==> config.mk <==
export PLATFORM = sky130hd
export DESIGN_NAME = fprint_checker_top
export DESIGN_NICKNAME = d
export VERILOG_FILES = /design/src/hw/fprint_pkg.sv /design/src/hw/csr_decode.sv /design/src/hw/csr_registers.sv /design/src/hw/fprint_checker_top.sv /design/src/hw/fprint_compare.sv
export SDC_FILE = /design/constraint.sdc
export NUM_CORES = 2
export LEC_CHECK = 0
export BUFFER_PORTS_ARGS = -buffer_cell sky130_fd_sc_hd__buf_2
export CELL_PAD_IN_SITES_DETAIL_PLACEMENT = 1
export CELL_PAD_IN_SITES_GLOBAL_PLACEMENT = 1
export CORE_ASPECT_RATIO = 2
export CORE_UTILIZATION = 28
export DETAILED_ROUTE_END_ITERATION = 12
export PLACE_DENSITY = 0.54
export SETUP_SLACK_MARGIN = 0.1
export SLEW_MARGIN = 20
export SYNTH_ARGS = -nofsm -noshare
export SYNTH_HDL_FRONTEND = slang
export SYNTH_SLANG_ARGS = --single-unit
==> constraint.sdc <==
create_clock -name clk -period 9.65 [get_ports clk]
set_input_delay 0 -clock clk [delete_from_list [all_inputs] [get_ports clk]]
set_output_delay 0 -clock clk [all_outputs]
set_load 0.005 [all_outputs]
==> src/hw/fprint_pkg.sv <==
package fprint_pkg;

	// Task and bus widths
	parameter int task_id_width  = 4;
	parameter int num_tasks      = 16;
	parameter int csr_addr_width = 8;
	parameter int data_width     = 32;

	// Register map
	parameter logic [csr_addr_width-1:0] exception_offset = 8'd0;
	parameter logic [csr_addr_width-1:0] success_offset   = 8'd1;
	parameter logic [csr_addr_width-1:0] fail_offset      = 8'd2;

	// Core assignment matches on the low six bits, row in bits 7 to 6
	parameter logic [5:0] core_assign_offset = 6'd3;

	// Pointer directory matches on the upper address nibble
	parameter logic [3:0] dir_start_code = 4'h1;
	parameter logic [3:0] dir_end_code   = 4'h2;

	// Exception register fields
	parameter int irq_bit       = 31;
	parameter int task_lsb      = 4;
	parameter int collision_bit = 0;

	typedef enum logic [2:0] {
		kind_none,
		kind_exception,
		kind_success,
		kind_fail,
		kind_dir_start,
		kind_dir_end,
		kind_core_assign
	} csr_kind_t;

	typedef enum logic [2:0] {
		state_idle,
		state_csr_write,
		state_csr_read,
		state_wait_release,
		state_comp_write,
		state_comp_ack,
		state_set_head_tail
	} csr_state_t;

endpackage

==> src/hw/csr_decode.sv <==
module csr_decode import fprint_pkg::*; (
	input  logic                      clk,
	input  logic                      reset,
	input  logic                      capture,
	input  logic                      csr_read,
	input  logic                      csr_write,
	input  logic [csr_addr_width-1:0] csr_address,
	input  logic [data_width-1:0]     csr_writedata,
	output csr_kind_t                 kind,
	output logic                      is_write,
	output logic [task_id_width-1:0]  dir_offset,
	output logic [1:0]                assign_row,
	output logic [3:0]                assign_index,
	output logic [3:0]                assign_core,
	output logic [data_width-1:0]     wdata
);

	logic [csr_addr_width-1:0] addr_q;
	logic [data_width-1:0]     data_q;

	// Request held here so the host inputs are free during the head/tail wait
	always_ff @(posedge clk or posedge reset) begin
		if (reset) begin
			addr_q   <= '0;
			is_write <= 1'b0;
		end else if (capture) begin
			addr_q   <= csr_address;
			is_write <= csr_write;
		end
	end

	always_ff @(posedge clk) begin
		if (capture)
			data_q <= csr_writedata;
	end

	// Exact offsets first, then directory, then the core table
	always_comb begin
		kind = kind_none;
		if (addr_q == exception_offset)
			kind = kind_exception;
		else if (addr_q == success_offset)
			kind = kind_success;
		else if (addr_q == fail_offset)
			kind = kind_fail;
		else if (addr_q[7:4] == dir_start_code)
			kind = kind_dir_start;
		else if (addr_q[7:4] == dir_end_code)
			kind = kind_dir_end;
		else if (addr_q[5:0] == core_assign_offset)
			kind = kind_core_assign;
	end

	assign dir_offset   = addr_q[task_id_width-1:0];
	assign assign_row   = addr_q[7:6];
	assign assign_index = data_q[7:4];
	assign assign_core  = data_q[3:0];
	assign wdata        = data_q;

endmodule

==> src/hw/csr_registers.sv <==
module csr_registers import fprint_pkg::*; #(
	parameter int ptr_width = 10
) (
	input  logic                     clk,
	input  logic                     reset,

	// Host request and its decoded form
	input  logic                     csr_read,
	input  logic                     csr_write,
	input  csr_kind_t                kind,
	input  logic                     is_write,
	input  logic [task_id_width-1:0] dir_offset,
	input  logic [1:0]               assign_row,
	input  logic [3:0]               assign_index,
	input  logic [3:0]               assign_core,
	input  logic [data_width-1:0]    wdata,
	output logic                     capture,
	output logic [data_width-1:0]    csr_readdata,
	output logic                     csr_waitrequest,

	// Comparator report
	input  logic                     comp_status_write,
	input  logic [task_id_width-1:0] comp_task,
	input  logic                     comp_collision_detected,
	output logic                     comp_status_ack,

	// Fingerprint side
	input  logic [3:0]               physical_core_id,
	input  logic [task_id_width-1:0] fprint_task_id,
	output logic                     logical_core_id,

	// Head/tail set toward the comparator
	input  logic                     head_tail_ack,
	output logic                     set_head_tail,
	output logic [task_id_width-1:0] head_tail_offset,
	output logic [ptr_width-1:0]     head_tail_data,

	// Directory read ports
	output logic [ptr_width-1:0]     start_pointer_ex,
	output logic [ptr_width-1:0]     end_pointer_ex,
	output logic [ptr_width-1:0]     start_pointer_comp,
	output logic [ptr_width-1:0]     end_pointer_comp,
	output logic                     irq
);

	csr_state_t state;

	logic [data_width-1:0] exception_reg;
	logic [num_tasks-1:0]  success_reg;
	logic [num_tasks-1:0]  fail_reg;
	logic [ptr_width-1:0]  start_mem [num_tasks];
	logic [ptr_width-1:0]  end_mem [num_tasks];
	logic [3:0]            core_table [2][num_tasks];
	logic                  reg_write;

	always_ff @(posedge clk or posedge reset) begin
		if (reset) begin
			state <= state_idle;
		end else begin
			case (state)
				state_idle: begin
					if (csr_write)
						state <= state_csr_write;
					else if (csr_read)
						state <= state_csr_read;
					else if (comp_status_write && !irq)
						state <= state_comp_write;
				end
				// A start pointer write also resets the task in the comparator
				state_csr_write: begin
					if (kind == kind_dir_start)
						state <= state_set_head_tail;
					else
						state <= state_wait_release;
				end
				state_csr_read:
					state <= state_wait_release;
				state_wait_release:
					state <= state_idle;
				state_comp_write:
					state <= state_comp_ack;
				state_comp_ack:
					state <= state_idle;
				state_set_head_tail: begin
					if (head_tail_ack)
						state <= state_wait_release;
				end
				default:
					state <= state_idle;
			endcase
		end
	end

	assign capture          = (state == state_idle) && (csr_read || csr_write);
	assign reg_write        = (state == state_csr_write) && is_write;
	assign csr_waitrequest  = (state != state_wait_release);
	assign comp_status_ack  = (state == state_comp_ack);
	assign set_head_tail    = (state == state_set_head_tail);
	assign head_tail_offset = dir_offset;
	assign head_tail_data   = wdata[ptr_width-1:0];
	assign irq              = exception_reg[irq_bit];

	// Unmapped addresses read as zero
	always_comb begin
		case (kind)
			kind_exception: csr_readdata = exception_reg;
			kind_success:   csr_readdata = {{(data_width-num_tasks){1'b0}}, success_reg};
			kind_fail:      csr_readdata = {{(data_width-num_tasks){1'b0}}, fail_reg};
			default:        csr_readdata = '0;
		endcase
	end

	// Software write clears both bitmaps along with the exception word
	always_ff @(posedge clk or posedge reset) begin
		if (reset) begin
			exception_reg <= '0;
			success_reg   <= '0;
			fail_reg      <= '0;
		end else if (reg_write && kind == kind_exception) begin
			exception_reg <= wdata;
			success_reg   <= '0;
			fail_reg      <= '0;
		end else if (state == state_comp_write) begin
			exception_reg[irq_bit]                    <= 1'b1;
			exception_reg[task_lsb +: task_id_width]  <= comp_task;
			exception_reg[collision_bit]              <= comp_collision_detected;
			success_reg[comp_task]                    <= !comp_collision_detected;
			fail_reg[comp_task]                       <= comp_collision_detected;
		end
	end

	// Pointer directory, two registered read ports each
	always_ff @(posedge clk) begin
		if (reg_write && kind == kind_dir_start)
			start_mem[dir_offset] <= wdata[ptr_width-1:0];
		if (reg_write && kind == kind_dir_end)
			end_mem[dir_offset] <= wdata[ptr_width-1:0];
		start_pointer_ex   <= start_mem[fprint_task_id];
		end_pointer_ex     <= end_mem[fprint_task_id];
		start_pointer_comp <= start_mem[comp_task];
		end_pointer_comp   <= end_mem[comp_task];
	end

	// Only rows 0 and 1 exist
	always_ff @(posedge clk) begin
		if (reg_write && kind == kind_core_assign && !assign_row[1])
			core_table[assign_row[0]][assign_index] <= assign_core;
	end

	// Row 1 names the physical core acting as logical copy 1
	assign logical_core_id = (core_table[1][fprint_task_id] == physical_core_id);

endmodule

==> src/hw/fprint_checker_top.sv <==
module fprint_checker_top import fprint_pkg::*; #(
	parameter int ptr_width = 10
) (
	input  logic                      clk,
	input  logic                      reset,

	// Host bus
	input  logic [csr_addr_width-1:0] csr_address,
	input  logic                      csr_read,
	input  logic                      csr_write,
	input  logic [data_width-1:0]     csr_writedata,
	output logic [data_width-1:0]     csr_readdata,
	output logic                      csr_waitrequest,

	// Fingerprint submission from the cores
	input  logic                      fprint_valid,
	input  logic [3:0]                physical_core_id,
	input  logic [task_id_width-1:0]  fprint_task_id,
	input  logic [data_width-1:0]     fprint_crc,

	// Pointer directory exports
	output logic [ptr_width-1:0]      start_pointer_ex,
	output logic [ptr_width-1:0]      end_pointer_ex,
	output logic [ptr_width-1:0]      start_pointer_comp,
	output logic [ptr_width-1:0]      end_pointer_comp,
	output logic                      irq
);

	csr_kind_t                kind;
	logic                     capture;
	logic                     is_write;
	logic [task_id_width-1:0] dir_offset;
	logic [1:0]               assign_row;
	logic [3:0]               assign_index;
	logic [3:0]               assign_core;
	logic [data_width-1:0]    wdata;
	logic                     comp_status_write;
	logic                     comp_status_ack;
	logic [task_id_width-1:0] comp_task;
	logic                     comp_collision_detected;
	logic                     logical_core_id;
	logic                     set_head_tail;
	logic                     head_tail_ack;
	logic [task_id_width-1:0] head_tail_offset;
	logic [ptr_width-1:0]     head_tail_data;

	csr_decode i_decode (
		.clk(clk), .reset(reset), .capture(capture),
		.csr_read(csr_read), .csr_write(csr_write),
		.csr_address(csr_address), .csr_writedata(csr_writedata),
		.kind(kind), .is_write(is_write), .dir_offset(dir_offset),
		.assign_row(assign_row), .assign_index(assign_index),
		.assign_core(assign_core), .wdata(wdata)
	);

	csr_registers #(.ptr_width(ptr_width)) i_registers (
		.clk(clk), .reset(reset),
		.csr_read(csr_read), .csr_write(csr_write), .kind(kind), .is_write(is_write),
		.dir_offset(dir_offset), .assign_row(assign_row), .assign_index(assign_index),
		.assign_core(assign_core), .wdata(wdata), .capture(capture),
		.csr_readdata(csr_readdata), .csr_waitrequest(csr_waitrequest),
		.comp_status_write(comp_status_write), .comp_task(comp_task),
		.comp_collision_detected(comp_collision_detected),
		.comp_status_ack(comp_status_ack),
		.physical_core_id(physical_core_id), .fprint_task_id(fprint_task_id),
		.logical_core_id(logical_core_id), .head_tail_ack(head_tail_ack),
		.set_head_tail(set_head_tail), .head_tail_offset(head_tail_offset),
		.head_tail_data(head_tail_data),
		.start_pointer_ex(start_pointer_ex), .end_pointer_ex(end_pointer_ex),
		.start_pointer_comp(start_pointer_comp), .end_pointer_comp(end_pointer_comp),
		.irq(irq)
	);

	// Head/tail data goes to the fingerprint RAM, which lives outside this unit
	fprint_compare #(.ptr_width(ptr_width)) i_compare (
		.clk(clk), .reset(reset),
		.fprint_valid(fprint_valid), .fprint_task_id(fprint_task_id),
		.fprint_crc(fprint_crc), .logical_core_id(logical_core_id),
		.comp_status_ack(comp_status_ack), .comp_status_write(comp_status_write),
		.comp_task(comp_task), .comp_collision_detected(comp_collision_detected),
		.set_head_tail(set_head_tail),
		.head_tail_offset(head_tail_offset), .head_tail_ack(head_tail_ack)
	);

endmodule

==> src/hw/fprint_compare.sv <==
module fprint_compare import fprint_pkg::*; #(
	parameter int ptr_width = 10
) (
	input  logic                     clk,
	input  logic                     reset,

	// Fingerprint submission
	input  logic                     fprint_valid,
	input  logic [task_id_width-1:0] fprint_task_id,
	input  logic [data_width-1:0]    fprint_crc,
	input  logic                     logical_core_id,

	// Report toward the register block
	input  logic                     comp_status_ack,
	output logic                     comp_status_write,
	output logic [task_id_width-1:0] comp_task,
	output logic                     comp_collision_detected,

	// Head/tail set clears the task
	input  logic                     set_head_tail,
	input  logic [task_id_width-1:0] head_tail_offset,
	output logic                     head_tail_ack
);

	logic [data_width-1:0]    fp_mem [2][num_tasks];
	logic [num_tasks-1:0]     valid_copy0;
	logic [num_tasks-1:0]     valid_copy1;
	logic [num_tasks-1:0]     ready;
	logic [num_tasks-1:0]     candidates;
	logic [task_id_width-1:0] next_task;
	logic                     next_found;
	logic                     ht_clear;

	// Clear taken once, in the cycle before the acknowledge
	assign ht_clear = set_head_tail && !head_tail_ack;
	assign ready    = valid_copy0 & valid_copy1;

	// Tasks being cleared this cycle are not candidates
	always_comb begin
		candidates = ready;
		if (comp_status_ack)
			candidates[comp_task] = 1'b0;
		if (ht_clear)
			candidates[head_tail_offset] = 1'b0;
		next_found = |candidates;
		next_task  = '0;
		// Lowest ready task wins
		for (int i = num_tasks - 1; i >= 0; i--) begin
			if (candidates[i])
				next_task = task_id_width'(i);
		end
	end

	always_ff @(posedge clk) begin
		if (fprint_valid)
			fp_mem[logical_core_id][fprint_task_id] <= fprint_crc;
	end

	// A fresh submission overrides a clear in the same cycle
	always_ff @(posedge clk or posedge reset) begin
		if (reset) begin
			valid_copy0 <= '0;
			valid_copy1 <= '0;
		end else begin
			if (comp_status_ack) begin
				valid_copy0[comp_task] <= 1'b0;
				valid_copy1[comp_task] <= 1'b0;
			end
			if (ht_clear) begin
				valid_copy0[head_tail_offset] <= 1'b0;
				valid_copy1[head_tail_offset] <= 1'b0;
			end
			if (fprint_valid) begin
				if (logical_core_id)
					valid_copy1[fprint_task_id] <= 1'b1;
				else
					valid_copy0[fprint_task_id] <= 1'b1;
			end
		end
	end

	// Report held until acknowledged, then the next ready task follows
	always_ff @(posedge clk or posedge reset) begin
		if (reset) begin
			comp_status_write <= 1'b0;
			comp_task         <= '0;
		end else if (!comp_status_write || comp_status_ack) begin
			comp_status_write <= next_found;
			if (next_found)
				comp_task <= next_task;
		end
	end

	always_ff @(posedge clk) begin
		if ((!comp_status_write || comp_status_ack) && next_found)
			comp_collision_detected <= (fp_mem[0][next_task] != fp_mem[1][next_task]);
	end

	// One-cycle acknowledge
	always_ff @(posedge clk or posedge reset) begin
		if (reset)
			head_tail_ack <= 1'b0;
		else
			head_tail_ack <= ht_clear;
	end

endmodule

==> key figures <==
STA
  – Fmax: 136.0 MHz
  – Final setup fails: 0
  – Worst-Margin Slew: 1085 ps
  – Fin crit share: 76.19%
  – Hold Slack: 117.4 ps
  – Hold Fails Final Rpt: 0
  – Clk_skew: 56.57 ps
  – Rel. slew slack: 27.61%
  – Final Slew Violations: 0
  – RSZ-0062 raised after global routing: no
  – Final TNS setup: 0 ps
  – Final min period: 7352 ps

Drt
  – Total number of vias: 37610
  – DRT Wirelength: 209.8 mm
  – Pre-antenna DRT Iters: 9
  – Initial DRC count: 2671
  – # DRC: 10
  – Via-to-Cell Ratio: 5.040
  – Wirelength per Cell: 28.11 µm
  – Final ANT Viol Nets: 0

Logic synthesis
  – Avg Cell Area, Syn: 16.08 µm²
  – Flops & latches, synth: 1595
  – Predominant post-synthesis flop cell: edfxtp_1
  – Number of synthesis warnings: 0
  – FFs w/ async S/R, synth: 7.147%
  – Netlist cell types: 90
  – Post-Syn Area: 0.06500 mm²
  – Register area share after synthesis: 72.19%
  – EDFF count, synth: 1441
  – Gate count after technology mapping: 4042
  – Syn nets: 4127

CTS
  – Setup bufs post-CTS: 0
  – CTS tree: built
  – Root Driver: clkbuf_16
  – TritonCTS buffer count: 150
  – Clk sinks: 1595
  – Deepest clock path buffer count: 4
  – H-Tree Depth: 4
  – Clk slew on worst S/H paths: 70 ps
  – Clock Latency Late Sink: 810 ps

Global routing
  – Vias in the first global route: 40880
  – First-pass GRT wire length: 299.6 mm
  – Remaining global-route overflow: 0
  – GR Util All Layers: 17.73%
  – Largest net degree at the start of global routing: 135
  – Initial antenna violation count: 11

Layout
  – Area grow syn2layout: 16.31%
  – Commonest non-fill, non-tap cell in the layout: edfxtp_1
  – Total Nets Final: 4420
  – Fill cells: 23560
  – Final Cell Area: 0.07560 mm²
  – Max reg flops: 1024
  – Share of layout cells above drive strength 1: 19.29%
  – Biggest register: i_compare.fp_mem
  – Biggest regs: i_compare.fp_mem (1024), i_registers.end_mem (160), i_registers.start_mem (160)
  – Commonest non-fill, non-tap cells in the layout: edfxtp_1 (1441), nand2_1 (665), nand3_1 (236), mux4_2 (236), mux2i_1 (203)

Setup path
  – Worst Setup Start Kind: flip-flop
  – Setup CP Type: flip-flop to flip-flop
  – R2R Path Start: i_compare.comp_task[3]$_DFFE_PP0P_
  – Crit-path leading delay family: compound AO/OA/AOI/OAI gates
  – Reg2Reg Depth: 16
  – Critical Path Most Common Cell: buf_4
  – Critical path data arrival time: 7870 ps
  – Worst path cell trace: buf_4, and4bb_1, a221oi_1, nor2_1, nand2_1, a21o_4, buf_4, buf_4, nand2_1, nand3_1, nand3_1, a31oi_1, xnor2_1, a2111oi_2, nand4_1, or4_1
  – Reg-to-reg critical path endpoint: i_compare.comp_collision_detected$_DFFE_PP_
  – R2r setup slk: 2300 ps
  – CP Capture Type: flip-flop
  – Max stage delay on crit path: 860 ps
  – Buffers and inverters on the worst path: 3
  – Worst endpoint required time: 10170 ps
  – Critical Path Fanout Max: 46
  – Slowest-stage cell, CP: a221oi_1

Floorplan
  – Die span in y: 683.4 µm
  – Initial core utilization: 28.23%
  – Core area: 0.2302 mm²
  – I/O pins: 159
  – Rows: 249
  – Die Span X: 342.7 µm
  – Die area: 0.2342 mm²

Pwr
  – Leakage: 25.35 nW
  – Sw Ratio: 40.53%
  – Clock network power share: 24.0%
  – Pwr dens: 325.1 mW/mm²
  – Sequential Power Share: 33.5%
  – Combinational Power Share: 42.6%
  – Max VDD drop: 0.0004036 V
  – P_int: 0.01462 W
  – Total design power: 0.02458 W
  – Psw: 0.009962 W

Outcome
  – Status: finished with violations
  – Failing checks: DRC

Worst hold path
  – Worst hold endpoint: i_registers.start_pointer_ex[2]$_DFF_P_
  – Hold Crit Depth: 3
  – Worst Hold Class: primary input to flip-flop
  – Hold path start: fprint_task_id[1]

Placement
  – Hpwl dp: 127.7 mm
  – GPL Wtd Cong: 0.8062
  – Post-place instance area: 0.06974 mm²
  – Count of buffers from port buffering: 158

Flow run
  – Max-cap violations: 0
-- power by group through the flow --
stage                     Combinational (W)  Clock, W  Sequential [W]
final                                0.0105   0.00589         0.00822
after global routing                 0.0112   0.00622         0.00827
after CTS                            0.0108   0.00604         0.00823
after detailed placement             0.0107         0         0.00838
after global placement               0.0106         0         0.00837
after floorplan                     0.00673         0         0.00820
-- logic make-up (layout without fill, tap and decap cells) --
kind of cell              after synthesis  after routing  synth area share [%]
AOI/OAI and AO/OA                     415            415                 4.595
xor gates and xnor gates               48             48                0.6467
buffers and inverters                 268            669                 1.969
DFF                                  1595           1595                 72.19
muxes                                 477            477                 11.96
other                                   0              8                     0
and+or+nand+nor                      1239           1239                 8.639
-- how the worst max path moves through the flow --
stage                                                   from  slack (ps)                                          end  cells after the start
after floorplan                            fprint_task_id[0]        5080           i_compare.fp_mem[0][384]$_DFFE_PP_                      9
after global placement    i_compare.comp_task[3]$_DFFE_PP0P_        2250  i_compare.comp_collision_detected$_DFFE_PP_                     14
after detailed placement  i_compare.comp_task[3]$_DFFE_PP0P_        2150  i_compare.comp_collision_detected$_DFFE_PP_                     14
after CTS                 i_compare.comp_task[3]$_DFFE_PP0P_        2120  i_compare.comp_collision_detected$_DFFE_PP_                     14
after global routing      i_compare.comp_task[3]$_DFFE_PP0P_        2120  i_compare.comp_collision_detected$_DFFE_PP_                     16
final                     i_compare.comp_task[3]$_DFFE_PP0P_        2300  i_compare.comp_collision_detected$_DFFE_PP_                     16
-- stage by stage --
step	worst slack, ps	util [%]	std cells
final	2298	32.84	7463
after global routing	2116	32.83	7458
after CTS	2115	32.83	7455
after detailed placement	2147	30.29	7077
after global placement	2249	30.29	7077
after floorplan	5082	-	4042
-- area by class of cell --
type                       instances  area, µm²  share of cell area (%)
sequential                      1595      46940                   62.08
clock inverter                    78      691.9                  0.9152
tap                             3012       3769                   4.985
multi-input combinational       2179      17180                   22.72
timing repair buffer             388       2959                   3.914
clock buffer                     182       3965                   5.245
antenna                            8      20.02                 0.02648
inverter                          21      81.33                  0.1076
-- cells in the mapped netlist, drive strengths merged (31+ instances only) --
cell / number / share of area, %
clkbuf: 91 / 0.53
mux2i: 203 / 3.1
a21o: 33 / 0.38
nor2: 140 / 0.82
and2: 34 / 0.33
nand2: 665 / 3.8
a21oi: 116 / 0.92
dfrtp: 114 / 4.4
buf: 156 / 1.3
a22oi: 33 / 0.38
and3: 31 / 0.30
edfxtp: 1441 / 67
mux2: 38 / 0.66
nand3: 236 / 1.8
dfxtp: 40 / 1.2
a311oi: 34 / 0.46
mux4: 236 / 8.2
-- worst reg2reg max path, cell delays in order (launching register included) --
cell and delay, ps:
dfrtp_2 730, buf_4 450, and4bb_1 340, a221oi_1 860, nor2_1 150, nand2_1 260
a21o_4 490, buf_4 500, buf_4 450, nand2_1 100, nand3_1 90, nand3_1 90
a31oi_1 750, xnor2_1 290, a2111oi_2 750, nand4_1 240, or4_1 540
-- routing by layer --
metal	global-route usage (%)	wire length (µm)	vias up	part of all wire, %
li1	-	-	16280	-
met5	0	33	-	0.016
met3	1.750	6539	311	3.1
met2	34.60	118700	785	57
met1	19.54	77530	20230	37
met4	5.968	6967	6	3.3
-- timing repair --
| action | in CTS | in global routing |
|---|---|---|
| gates resized for setup | 0 | 0 |
| endpoints found under the setup margin | 0 | 0 |
| hold buffers | 118 | 0 |
| hold endpoints to repair | 1131 | 0 |
No activity file was read; power rests on OpenSTA's default activity.
